===== src/hdl/alu_macros.svh =====
`default_nettype none

`ifndef ALU_MACROS_SVH
`define ALU_MACROS_SVH

`define ADDR_WIDTH 5  // Register address bits
`define DATA_WIDTH 32 // Datapath width
`define REG_COUNT  32 // Architectural registers incl. x0

`endif

`default_nettype wire


===== src/hdl/alu_pkg.sv =====
`default_nettype none

package alu_pkg;

    // ALU operation select, matches the 4-bit alu_ctrl_i encoding
    typedef enum logic [3:0] {
        ALU_ADD  = 4'd0, // op1 + op2
        ALU_SUB  = 4'd1, // op1 - op2
        ALU_AND  = 4'd2, // Bitwise and
        ALU_OR   = 4'd3, // Bitwise or
        ALU_XOR  = 4'd4, // Bitwise xor
        ALU_SLL  = 4'd5, // Logical left shift
        ALU_SRL  = 4'd6, // Logical right shift
        ALU_SRA  = 4'd7, // Arithmetic right shift
        ALU_SLT  = 4'd8, // Signed less than
        ALU_SLTU = 4'd9  // Unsigned less than
    } alu_op_e;          // Codes 10..15 give zero

    // Result source for register writeback
    typedef enum logic [1:0] {
        WB_ALU = 2'd0, // ALU output
        WB_MEM = 2'd1, // Memory read value
        WB_PC4 = 2'd2  // Return address for jumps
    } wb_src_e;

endpackage

`default_nettype wire


===== src/hdl/rf_read_if.sv =====
`timescale 1ns/1ps
`include "alu_macros.svh"
`default_nettype none

interface rf_read_if;

    logic [`ADDR_WIDTH-1:0] ad1; // Read address, port 1
    logic [`ADDR_WIDTH-1:0] ad2; // Read address, port 2
    logic [`DATA_WIDTH-1:0] rd1; // Read data, port 1
    logic [`DATA_WIDTH-1:0] rd2; // Read data, port 2

    modport requester (          // Operand selection side
        output ad1, ad2,
        input  rd1, rd2
    );

    modport responder (          // Register file side
        input  ad1, ad2,
        output rd1, rd2
    );

endinterface

`default_nettype wire


===== src/hdl/alu.sv =====
`timescale 1ns/1ps
`include "alu_macros.svh"
`default_nettype none

module alu
    import alu_pkg::*;
(
    input  logic [`DATA_WIDTH-1:0] op1_i,  // Operand 1
    input  logic [`DATA_WIDTH-1:0] op2_i,  // Operand 2
    input  alu_op_e                ctrl_i, // Operation select
    output logic [`DATA_WIDTH-1:0] out_o,  // Result
    output logic                   eq_o    // Result is zero
);

    logic [4:0] shamt;  // Shift amount, low bits of op2
    logic       lt_s;   // Signed compare
    logic       lt_u;   // Unsigned compare

    assign shamt = op2_i[4:0];
    assign lt_s  = $signed(op1_i) < $signed(op2_i);
    assign lt_u  = op1_i < op2_i;

    always_comb begin
        case (ctrl_i)
            ALU_ADD: begin
                out_o = op1_i + op2_i;
            end
            ALU_SUB: begin
                out_o = op1_i - op2_i; // Zero on equal operands
            end
            ALU_AND: begin
                out_o = op1_i & op2_i;
            end
            ALU_OR: begin
                out_o = op1_i | op2_i;
            end
            ALU_XOR: begin
                out_o = op1_i ^ op2_i;
            end
            ALU_SLL: begin
                out_o = op1_i << shamt;
            end
            ALU_SRL: begin
                out_o = op1_i >> shamt; // Zero fill
            end
            ALU_SRA: begin
                out_o = $signed(op1_i) >>> shamt; // Sign fill
            end
            ALU_SLT: begin
                out_o = {{(`DATA_WIDTH-1){1'b0}}, lt_s};
            end
            ALU_SLTU: begin
                out_o = {{(`DATA_WIDTH-1){1'b0}}, lt_u};
            end
            default: begin
                out_o = '0; // Unused codes
            end
        endcase
    end

    // Branch compare uses SUB and checks this flag
    assign eq_o = (out_o == '0);

endmodule

`default_nettype wire


===== src/hdl/alu_top.sv =====
`timescale 1ns/1ps
`include "alu_macros.svh"
`default_nettype none

module alu_top
    import alu_pkg::*;
(
    input  logic                   clk_i,           // Clock
    input  logic                   rst_i,           // Sync reset
    input  logic [`ADDR_WIDTH-1:0] rs1_i,           // Source register 1
    input  logic [`ADDR_WIDTH-1:0] rs2_i,           // Source register 2
    input  logic [`ADDR_WIDTH-1:0] rd_i,            // Destination register
    input  logic                   reg_write_i,     // Register write enable
    input  logic                   reg_write_src_i, // 0 ALU, 1 memory
    input  logic                   alu_src_i,       // 0 rs2, 1 immediate
    input  logic                   jstore_i,        // Jump, write PC+4
    input  logic [`DATA_WIDTH-1:0] imm_op_i,        // Immediate value
    input  logic [`DATA_WIDTH-1:0] mem_read_val_i,  // Memory read value
    input  logic [3:0]             alu_ctrl_i,      // ALU operation select
    input  logic [31:0]            pc_plus4_i,      // Return address
    output logic                   eq_o,            // ALU result is zero
    output logic [`DATA_WIDTH-1:0] alu_out_o,       // ALU result
    output logic [`DATA_WIDTH-1:0] rs1_val_o,       // Value at rs1
    output logic [`DATA_WIDTH-1:0] rs2_val_o        // Value at rs2, store data
);

    logic                   wb_we;   // Pending write enable
    logic [`ADDR_WIDTH-1:0] wb_addr; // Pending destination
    logic [`DATA_WIDTH-1:0] wb_data; // Pending result
    logic [`DATA_WIDTH-1:0] op1;     // ALU operand 1
    logic [`DATA_WIDTH-1:0] op2;     // ALU operand 2

    rf_read_if rf_bus (); // Read ports between operand_sel and reg_file

    reg_file u_reg_file (
        .clk_i   (clk_i),
        .rst_i   (rst_i),
        .rd_port (rf_bus.responder),
        .we_i    (wb_we),   // Written one cycle after capture
        .wa_i    (wb_addr),
        .wd_i    (wb_data)
    );

    operand_sel u_operand_sel (
        .rs1_i      (rs1_i),
        .rs2_i      (rs2_i),
        .imm_op_i   (imm_op_i),
        .alu_src_i  (alu_src_i),
        .rf         (rf_bus.requester),
        .fwd_we_i   (wb_we),   // Same path as the write port
        .fwd_addr_i (wb_addr),
        .fwd_data_i (wb_data),
        .rs1_val_o  (rs1_val_o),
        .rs2_val_o  (rs2_val_o),
        .op1_o      (op1),
        .op2_o      (op2)
    );

    alu u_alu (
        .op1_i  (op1),
        .op2_i  (op2),
        .ctrl_i (alu_op_e'(alu_ctrl_i)), // Raw code to enum
        .out_o  (alu_out_o),
        .eq_o   (eq_o)
    );

    writeback_stage u_writeback_stage (
        .clk_i           (clk_i),
        .rst_i           (rst_i),
        .rd_i            (rd_i),
        .reg_write_i     (reg_write_i),
        .reg_write_src_i (reg_write_src_i),
        .jstore_i        (jstore_i),
        .alu_out_i       (alu_out_o),
        .mem_read_val_i  (mem_read_val_i),
        .pc_plus4_i      (pc_plus4_i),
        .wb_we_o         (wb_we),
        .wb_addr_o       (wb_addr),
        .wb_data_o       (wb_data)
    );

endmodule

`default_nettype wire


===== src/hdl/operand_sel.sv =====
`timescale 1ns/1ps
`include "alu_macros.svh"
`default_nettype none

module operand_sel (
    input  logic [`ADDR_WIDTH-1:0] rs1_i,      // Source register 1
    input  logic [`ADDR_WIDTH-1:0] rs2_i,      // Source register 2
    input  logic [`DATA_WIDTH-1:0] imm_op_i,   // Immediate operand
    input  logic                   alu_src_i,  // 1 selects immediate for op2
    rf_read_if.requester           rf,         // Register file reads
    input  logic                   fwd_we_i,   // Writeback enable
    input  logic [`ADDR_WIDTH-1:0] fwd_addr_i, // Writeback destination
    input  logic [`DATA_WIDTH-1:0] fwd_data_i, // Writeback result
    output logic [`DATA_WIDTH-1:0] rs1_val_o,  // Resolved rs1 value
    output logic [`DATA_WIDTH-1:0] rs2_val_o,  // Resolved rs2 value, store data
    output logic [`DATA_WIDTH-1:0] op1_o,      // ALU operand 1
    output logic [`DATA_WIDTH-1:0] op2_o       // ALU operand 2
);

    logic fwd_hit1; // rs1 matches pending write
    logic fwd_hit2; // rs2 matches pending write

    assign rf.ad1 = rs1_i; // Straight to the array
    assign rf.ad2 = rs2_i;

    // The pending writeback has not reached the array yet, so a matching
    // read must take its data instead of the stale stored value
    assign fwd_hit1 = fwd_we_i && (fwd_addr_i == rs1_i) && (rs1_i != '0);
    assign fwd_hit2 = fwd_we_i && (fwd_addr_i == rs2_i) && (rs2_i != '0);

    always_comb begin
        rs1_val_o = rf.rd1; // Stored value by default
        if (fwd_hit1) begin
            rs1_val_o = fwd_data_i; // Bypass from writeback
        end
    end

    always_comb begin
        rs2_val_o = rf.rd2;
        if (fwd_hit2) begin
            rs2_val_o = fwd_data_i;
        end
    end

    assign op1_o = rs1_val_o;                        // Always a register
    assign op2_o = alu_src_i ? imm_op_i : rs2_val_o; // Imm or register

endmodule

`default_nettype wire


===== src/hdl/reg_file.sv =====
`timescale 1ns/1ps
`include "alu_macros.svh"
`default_nettype none

module reg_file (
    input  logic                   clk_i,   // Clock
    input  logic                   rst_i,   // Sync reset clears all entries
    rf_read_if.responder           rd_port, // Two async read ports
    input  logic                   we_i,    // Write enable
    input  logic [`ADDR_WIDTH-1:0] wa_i,    // Write address
    input  logic [`DATA_WIDTH-1:0] wd_i     // Write data
);

    logic [`DATA_WIDTH-1:0] regs [`REG_COUNT]; // Storage array
    logic                   wr_en;             // Qualified write strobe

    assign wr_en = we_i && (wa_i != '0); // x0 is never written

    always_ff @(posedge clk_i) begin
        if (rst_i) begin
            for (int i = 0; i < `REG_COUNT; i++) begin
                regs[i] <= '0; // Every entry back to zero
            end
        end else if (wr_en) begin
            regs[wa_i] <= wd_i;
        end
    end

    // Reads are combinational; address 0 is forced to zero regardless of
    // array contents
    assign rd_port.rd1 = (rd_port.ad1 == '0) ? '0 : regs[rd_port.ad1]; // Port 1
    assign rd_port.rd2 = (rd_port.ad2 == '0) ? '0 : regs[rd_port.ad2]; // Port 2

endmodule

`default_nettype wire


===== src/hdl/writeback_stage.sv =====
`timescale 1ns/1ps
`include "alu_macros.svh"
`default_nettype none

module writeback_stage
    import alu_pkg::*;
(
    input  logic                   clk_i,           // Clock
    input  logic                   rst_i,           // Sync reset
    input  logic [`ADDR_WIDTH-1:0] rd_i,            // Destination register
    input  logic                   reg_write_i,     // Register write enable
    input  logic                   reg_write_src_i, // 1 selects memory value
    input  logic                   jstore_i,        // Jump, write PC+4
    input  logic [`DATA_WIDTH-1:0] alu_out_i,       // ALU result
    input  logic [`DATA_WIDTH-1:0] mem_read_val_i,  // Load data
    input  logic [31:0]            pc_plus4_i,      // Return address
    output logic                   wb_we_o,         // Registered enable
    output logic [`ADDR_WIDTH-1:0] wb_addr_o,       // Registered destination
    output logic [`DATA_WIDTH-1:0] wb_data_o        // Registered result
);

    wb_src_e                wb_src;   // Decoded source
    logic [`DATA_WIDTH-1:0] wb_value; // Selected result

    always_comb begin
        if (jstore_i) begin
            wb_src = WB_PC4; // Jump wins over load
        end else if (reg_write_src_i) begin
            wb_src = WB_MEM;
        end else begin
            wb_src = WB_ALU;
        end
    end

    always_comb begin
        case (wb_src)
            WB_PC4:  wb_value = pc_plus4_i;
            WB_MEM:  wb_value = mem_read_val_i;
            default: wb_value = alu_out_i;
        endcase
    end

    always_ff @(posedge clk_i) begin
        if (rst_i) begin
            wb_we_o <= 1'b0; // No write pending after reset
        end else begin
            wb_we_o <= reg_write_i;
        end
    end

    always_ff @(posedge clk_i) begin
        wb_addr_o <= rd_i;     // Payload, qualified by wb_we_o
        wb_data_o <= wb_value;
    end

endmodule

`default_nettype wire


===== config.mk =====
export PLATFORM = sky130hd
export DESIGN_NAME = alu_top
export DESIGN_NICKNAME = d
export VERILOG_FILES = /design/src/hdl/alu_pkg.sv /design/src/hdl/rf_read_if.sv /design/src/hdl/alu.sv /design/src/hdl/alu_top.sv /design/src/hdl/operand_sel.sv /design/src/hdl/reg_file.sv /design/src/hdl/writeback_stage.sv
export VERILOG_INCLUDE_DIRS = /design/src /design/src/hdl
export SDC_FILE = /design/constraint.sdc
export NUM_CORES = 2
export LEC_CHECK = 0
export BUFFER_PORTS_ARGS = -buffer_cell sky130_fd_sc_hd__buf_2
export CAP_MARGIN = 5
export CORE_ASPECT_RATIO = 1.2
export CORE_MARGIN = 5
export CORE_UTILIZATION = 29
export CTS_BUF_LIST = sky130_fd_sc_hd__clkbuf_4
export DETAILED_ROUTE_END_ITERATION = 10
export GPL_TIMING_DRIVEN = 1
export PLACE_DENSITY = 0.45
export SLEW_MARGIN = 20
export SYNTH_ARGS = -nofsm -noshare
export SYNTH_HDL_FRONTEND = slang
export SYNTH_SLANG_ARGS = --single-unit

===== constraint.sdc =====
create_clock -name clk_i -period 23 [get_ports clk_i]
set_input_delay 3.45 -clock clk_i [delete_from_list [all_inputs] [get_ports clk_i]]
set_output_delay 3.45 -clock clk_i [all_outputs]
set_load 0.005 [all_outputs]

==> out/qor.log <==
INFO  timing         clock_skew=134ps
INFO  clocking       ctsLongestPathBuffers=4
INFO  drt            firstDrtPassIters=6
INFO  die            floorplan.die.width=444µm
INFO  worst_setup_path critical_path_class=primary input to primary output
INFO  placement      detailed_place.area=0.0699mm²
INFO  logic_synthesis post_synth_mux_area_share=0.228
INFO  pwr            power_density=71.6mW/mm²
INFO  clocking       cts-hold-fix-buffers=0
INFO  worst_setup_path worst_r2r_startpoint=u_writeback_stage.wb_addr_o[2]
INFO  placement      buffer_ports.inserted=217
INFO  logic_synthesis synth_compound_gate_area_share=0.0854
INFO  timing         worst_pin_slew=1340ps
INFO  timing         finalHoldViolCount=0
INFO  pwr            ir_worst_vdd=0.0348mV
INFO  logic_synthesis synth_top_family_by_area=multiplexers
INFO  worst_hold_path hold_path.class=register to register
INFO  clocking       htree_num_levels=5
INFO  worst_setup_path timing.critical_path.fanout_max=60
INFO  worst_setup_path worstPathRequired=19550ps
INFO  grt            antenna_violations_before_repair=27
INFO  die            floorplan.initialDensity=0.291
INFO  placement      gp_congestion=0.978
INFO  die            floorplan.die_area=0.236mm²
INFO  logic_synthesis synth_simple_gate_area_share=0.142
INFO  logic_synthesis synth_fa_ha_area_frac=0.0191
INFO  grt            first_global_vias=48705
INFO  clocking       postCtsResizedCells=0
INFO  logic_synthesis ys_ff_latch=1062
INFO  timing         timing.hold.ws=790ps
INFO  worst_hold_path worst_min_path_start=u_writeback_stage.wb_data_o[9]
INFO  finish         post-route-util=0.327
INFO  pwr            p_leak=27.2nW
INFO  die            placeableCoreArea=0.225mm²
INFO  drt            detail_route.vias_per_cell=5.62
INFO  timing         drv_slew=0
INFO  drt            final_antenna_net_count=0
INFO  timing         relSlewSlack=0.0860
INFO  worst_setup_path worstReg2RegEnd=u_writeback_stage.wb_data_o[31]
INFO  worst_setup_path largest_stage_delay_on_the_critical_path=880ps
INFO  finish         ratio_of_cells_with_drive_above_1_in_the_final_layout=0.279
INFO  timing         min_period_over_period=0.712
INFO  placement      dp.final_hpwl=193000µm
INFO  worst_setup_path endpoint_kind=primary output
INFO  finish         final-seq-area=0.0315mm²
INFO  worst_setup_path critPathLaunchType=primary input
INFO  worst_setup_path worstPathArrival=12920ps
INFO  clocking       cts_made_buffers=299
INFO  timing         tns=0ps
INFO  clocking       clkSlewWorstSetupHoldPaths=60ps
INFO  drt            average_wire_per_standard_cell=34.2µm
INFO  worst_setup_path cp_slowest_cell=sky130_fd_sc_hd__a211oi_1
INFO  logic_synthesis synth_area=0.0655mm²
INFO  worst_setup_path regToRegSetupSlack=14230ps
INFO  die            fp.dieH=531µm
INFO  drt            drtIter0Drc=4646
INFO  die            std_cell_rows=191
INFO  finish         flow.area_growth_from_synthesis=12.4%
INFO  finish         layout.filler_cells=22392
INFO  grt            grt_start_max_net_pins=95
INFO  grt            grt_pass1_wl=400000µm
INFO  timing         timing.final.crit_period=16370ps
INFO  clocking       cts-root-buf=sky130_fd_sc_hd__clkbuf_4
INFO  logic_synthesis synth-seq-area-share=0.481
INFO  die            io_pins=218
INFO  logic_synthesis synth_largest_area_cell=sky130_fd_sc_hd__edfxtp_1
INFO  timing         rsz0062_at_grt=no
INFO  logic_synthesis synthFlopType=sky130_fd_sc_hd__edfxtp_1
INFO  clocking       post-cts-setup-buffers=0
INFO  clocking       worst_skew_pair.late_latency=1180ps
INFO  logic_synthesis leading_post_synthesis_cells_by_cell_area=sky130_fd_sc_hd__edfxtp_1, sky130_fd_sc_hd__mux4_2, sky130_fd_sc_hd__and2_1
INFO  worst_setup_path critical_path_startpoint=rs2_i[0]
INFO  logic_synthesis synth_xor_xnor_area_share=0.00227
INFO  drt            vias=47734
INFO  timing         max_freq=61.1MHz
INFO  logic_synthesis number_of_distinct_library_cell_variants_in_the_gate_level_netlist_after_synthesis=108
INFO  logic_synthesis async_flop_share=0
INFO  worst_setup_path worst-r2r-cell-count=21
INFO  finish         final_design_area_no_fill=0.0736mm²
INFO  logic_synthesis yosys_warnings=0
INFO  status         outcome=complete, no violations
INFO  drt            wl=291000µm
INFO  drt            detail_route.drc_violations=0
INFO  grt            global_route.overflow_total=0
INFO  worst_setup_path critical_path.endpoint=eq_o
INFO  timing         setup_viol=0
INFO  logic_synthesis synth_enable_flop_cells=1024
INFO  finish         nNetsFinal=5503
INFO  logic_synthesis syn-mean-instance-area=13.0µm²
INFO  logic_synthesis synthesized_netlist_cell_count=5049
INFO  clocking       cts_sinks=1062
INFO  clocking       cts_tree=built
INFO  finish         multi_input_comb_area=0.0317mm²
INFO  logic_synthesis netlist.area_leader.share=0.469
INFO  grt            grt.total_usage=0.239
INFO  job            maxCapViolations=0
-- worst max-delay path: cells and delay by family --
family          cells  cell delay (ps)
mux                 2              570
compound gates      7             3140
buf+inv             4             1790
simple gates       11             3380
fa+ha+maj           1              390
-- power by group --
group	internal [mW]	switching (mW)	leakage [nW]
sequential	2.20	0.0635	10.8
combinational	0.402	0.821	14.1
clock	0.921	0.867	2.23
total	3.52	1.75	27.2
-- how the worst min path moves through the flow --
stage	depth (start not counted)	end
after global routing	2	u_reg_file.regs[21][9]
after floorplan	1	u_reg_file.regs[5][3]
after CTS	2	u_reg_file.regs[23][9]
after detailed placement	2	u_reg_file.regs[17][18]
after global placement	2	u_reg_file.regs[16][18]
final	2	u_reg_file.regs[23][9]
-- state kept, by name (all words and copies together), names as in the netlist --
register and cells:
u_writeback_stage.wb_addr_o 5, u_reg_file.regs 1024, u_writeback_stage.wb_data_o 32, u_writeback_stage.wb_we_o 1
-- stage by stage --
| step | std cells | total power [mW] | setup slack [ps] |
|---|---|---|---|
| floorplan | 5080 | 2.97 | 9490 |
| global placement | 7973 | 3.51 | 6730 |
| detailed placement | 7973 | 3.50 | 6710 |
| CTS | 8487 | 5.31 | 6700 |
| global route | 8490 | 5.48 | 6030 |
| finish | 8501 | 5.27 | 6630 |
-- cell type report --
cell class | instances | area share
inverters | 108 | 0.00554
clock inverters | 79 | 0.00610
diodes | 14 | 0.000476
repair buffers | 394 | 0.0345
well taps | 2991 | 0.0508
multi-input cells | 3418 | 0.430
clock buffers | 435 | 0.0443
flip-flops and latches | 1062 | 0.428
-- cells by family (layout without fill, tap and decap cells) --
logic type / Yosys count / in the layout
AND/OR/NAND/NOR: 1632 / 1632
flip-flops: 1062 / 1062
multiplexers: 847 / 847
AO/OA/AOI/OAI: 791 / 791
buffers and inverters: 600 / 1016
adder cells (fa/ha/maj): 99 / 99
XOR/XNOR: 17 / 17
other: 1 / 46
-- routing by layer --
metal  vias up  global-route usage  share of wire
li1      20006                   -              -
met1     24861               0.296           0.39
met2      2244               0.414           0.49
met3       613              0.0376          0.068
met4        10               0.104          0.048
met5         -                   0        0.00024
-- layout by cell type (no fill, tap or decap), drive strengths merged, types with 18 or more instances in the layout --
| cell type | n |
|---|---|
| o211ai | 57 |
| nand4 | 33 |
| clkbuf | 435 |
| a22oi | 86 |
| mux4 | 510 |
| o21ai | 150 |
| nor2 | 148 |
| a221oi | 21 |
| clkinv | 65 |
| nand2 | 221 |
| conb | 32 |
| or3 | 18 |
| o221ai | 46 |
| mux2 | 34 |
| o22a | 26 |
| inv | 116 |
| dfxtp | 38 |
| a32o | 21 |
| mux2i | 303 |
| a21oi | 127 |
| and2 | 1005 |
| a211oi | 32 |
| or2 | 39 |
| edfxtp | 1024 |
| o22ai | 54 |
| nor3 | 35 |
| buf | 394 |
| nand3 | 46 |
| ha | 97 |
-- Yosys cell counts (14+ instances only) --
master	number
sky130_fd_sc_hd__buf_1	38
sky130_fd_sc_hd__nor3_1	34
sky130_fd_sc_hd__nand4_1	32
sky130_fd_sc_hd__mux2_2	30
sky130_fd_sc_hd__mux4_2	508
sky130_fd_sc_hd__mux2i_1	301
sky130_fd_sc_hd__nand2_1	220
sky130_fd_sc_hd__o21ai_1	14
sky130_fd_sc_hd__buf_6	36
sky130_fd_sc_hd__nand3_1	45
sky130_fd_sc_hd__a211oi_1	32
sky130_fd_sc_hd__o21ai_0	134
sky130_fd_sc_hd__a21oi_1	126
sky130_fd_sc_hd__ha_1	97
sky130_fd_sc_hd__o22ai_1	54
sky130_fd_sc_hd__buf_2	49
sky130_fd_sc_hd__nor2b_1	14
sky130_fd_sc_hd__edfxtp_1	1024
sky130_fd_sc_hd__a211o_1	14
sky130_fd_sc_hd__inv_1	96
sky130_fd_sc_hd__a21o_1	16
sky130_fd_sc_hd__dfxtp_1	38
sky130_fd_sc_hd__a221oi_1	20
sky130_fd_sc_hd__a31oi_1	16
sky130_fd_sc_hd__o221ai_1	45
sky130_fd_sc_hd__a32o_1	20
sky130_fd_sc_hd__or3_1	16
sky130_fd_sc_hd__or2_2	37
sky130_fd_sc_hd__o21bai_1	15
sky130_fd_sc_hd__buf_4	24
sky130_fd_sc_hd__and2_1	1005
sky130_fd_sc_hd__o22a_1	26
sky130_fd_sc_hd__o211ai_1	56
sky130_fd_sc_hd__a22oi_1	84
sky130_fd_sc_hd__nor2_1	147
sky130_fd_sc_hd__clkbuf_1	340
Power figures use the tool's default switching activity.
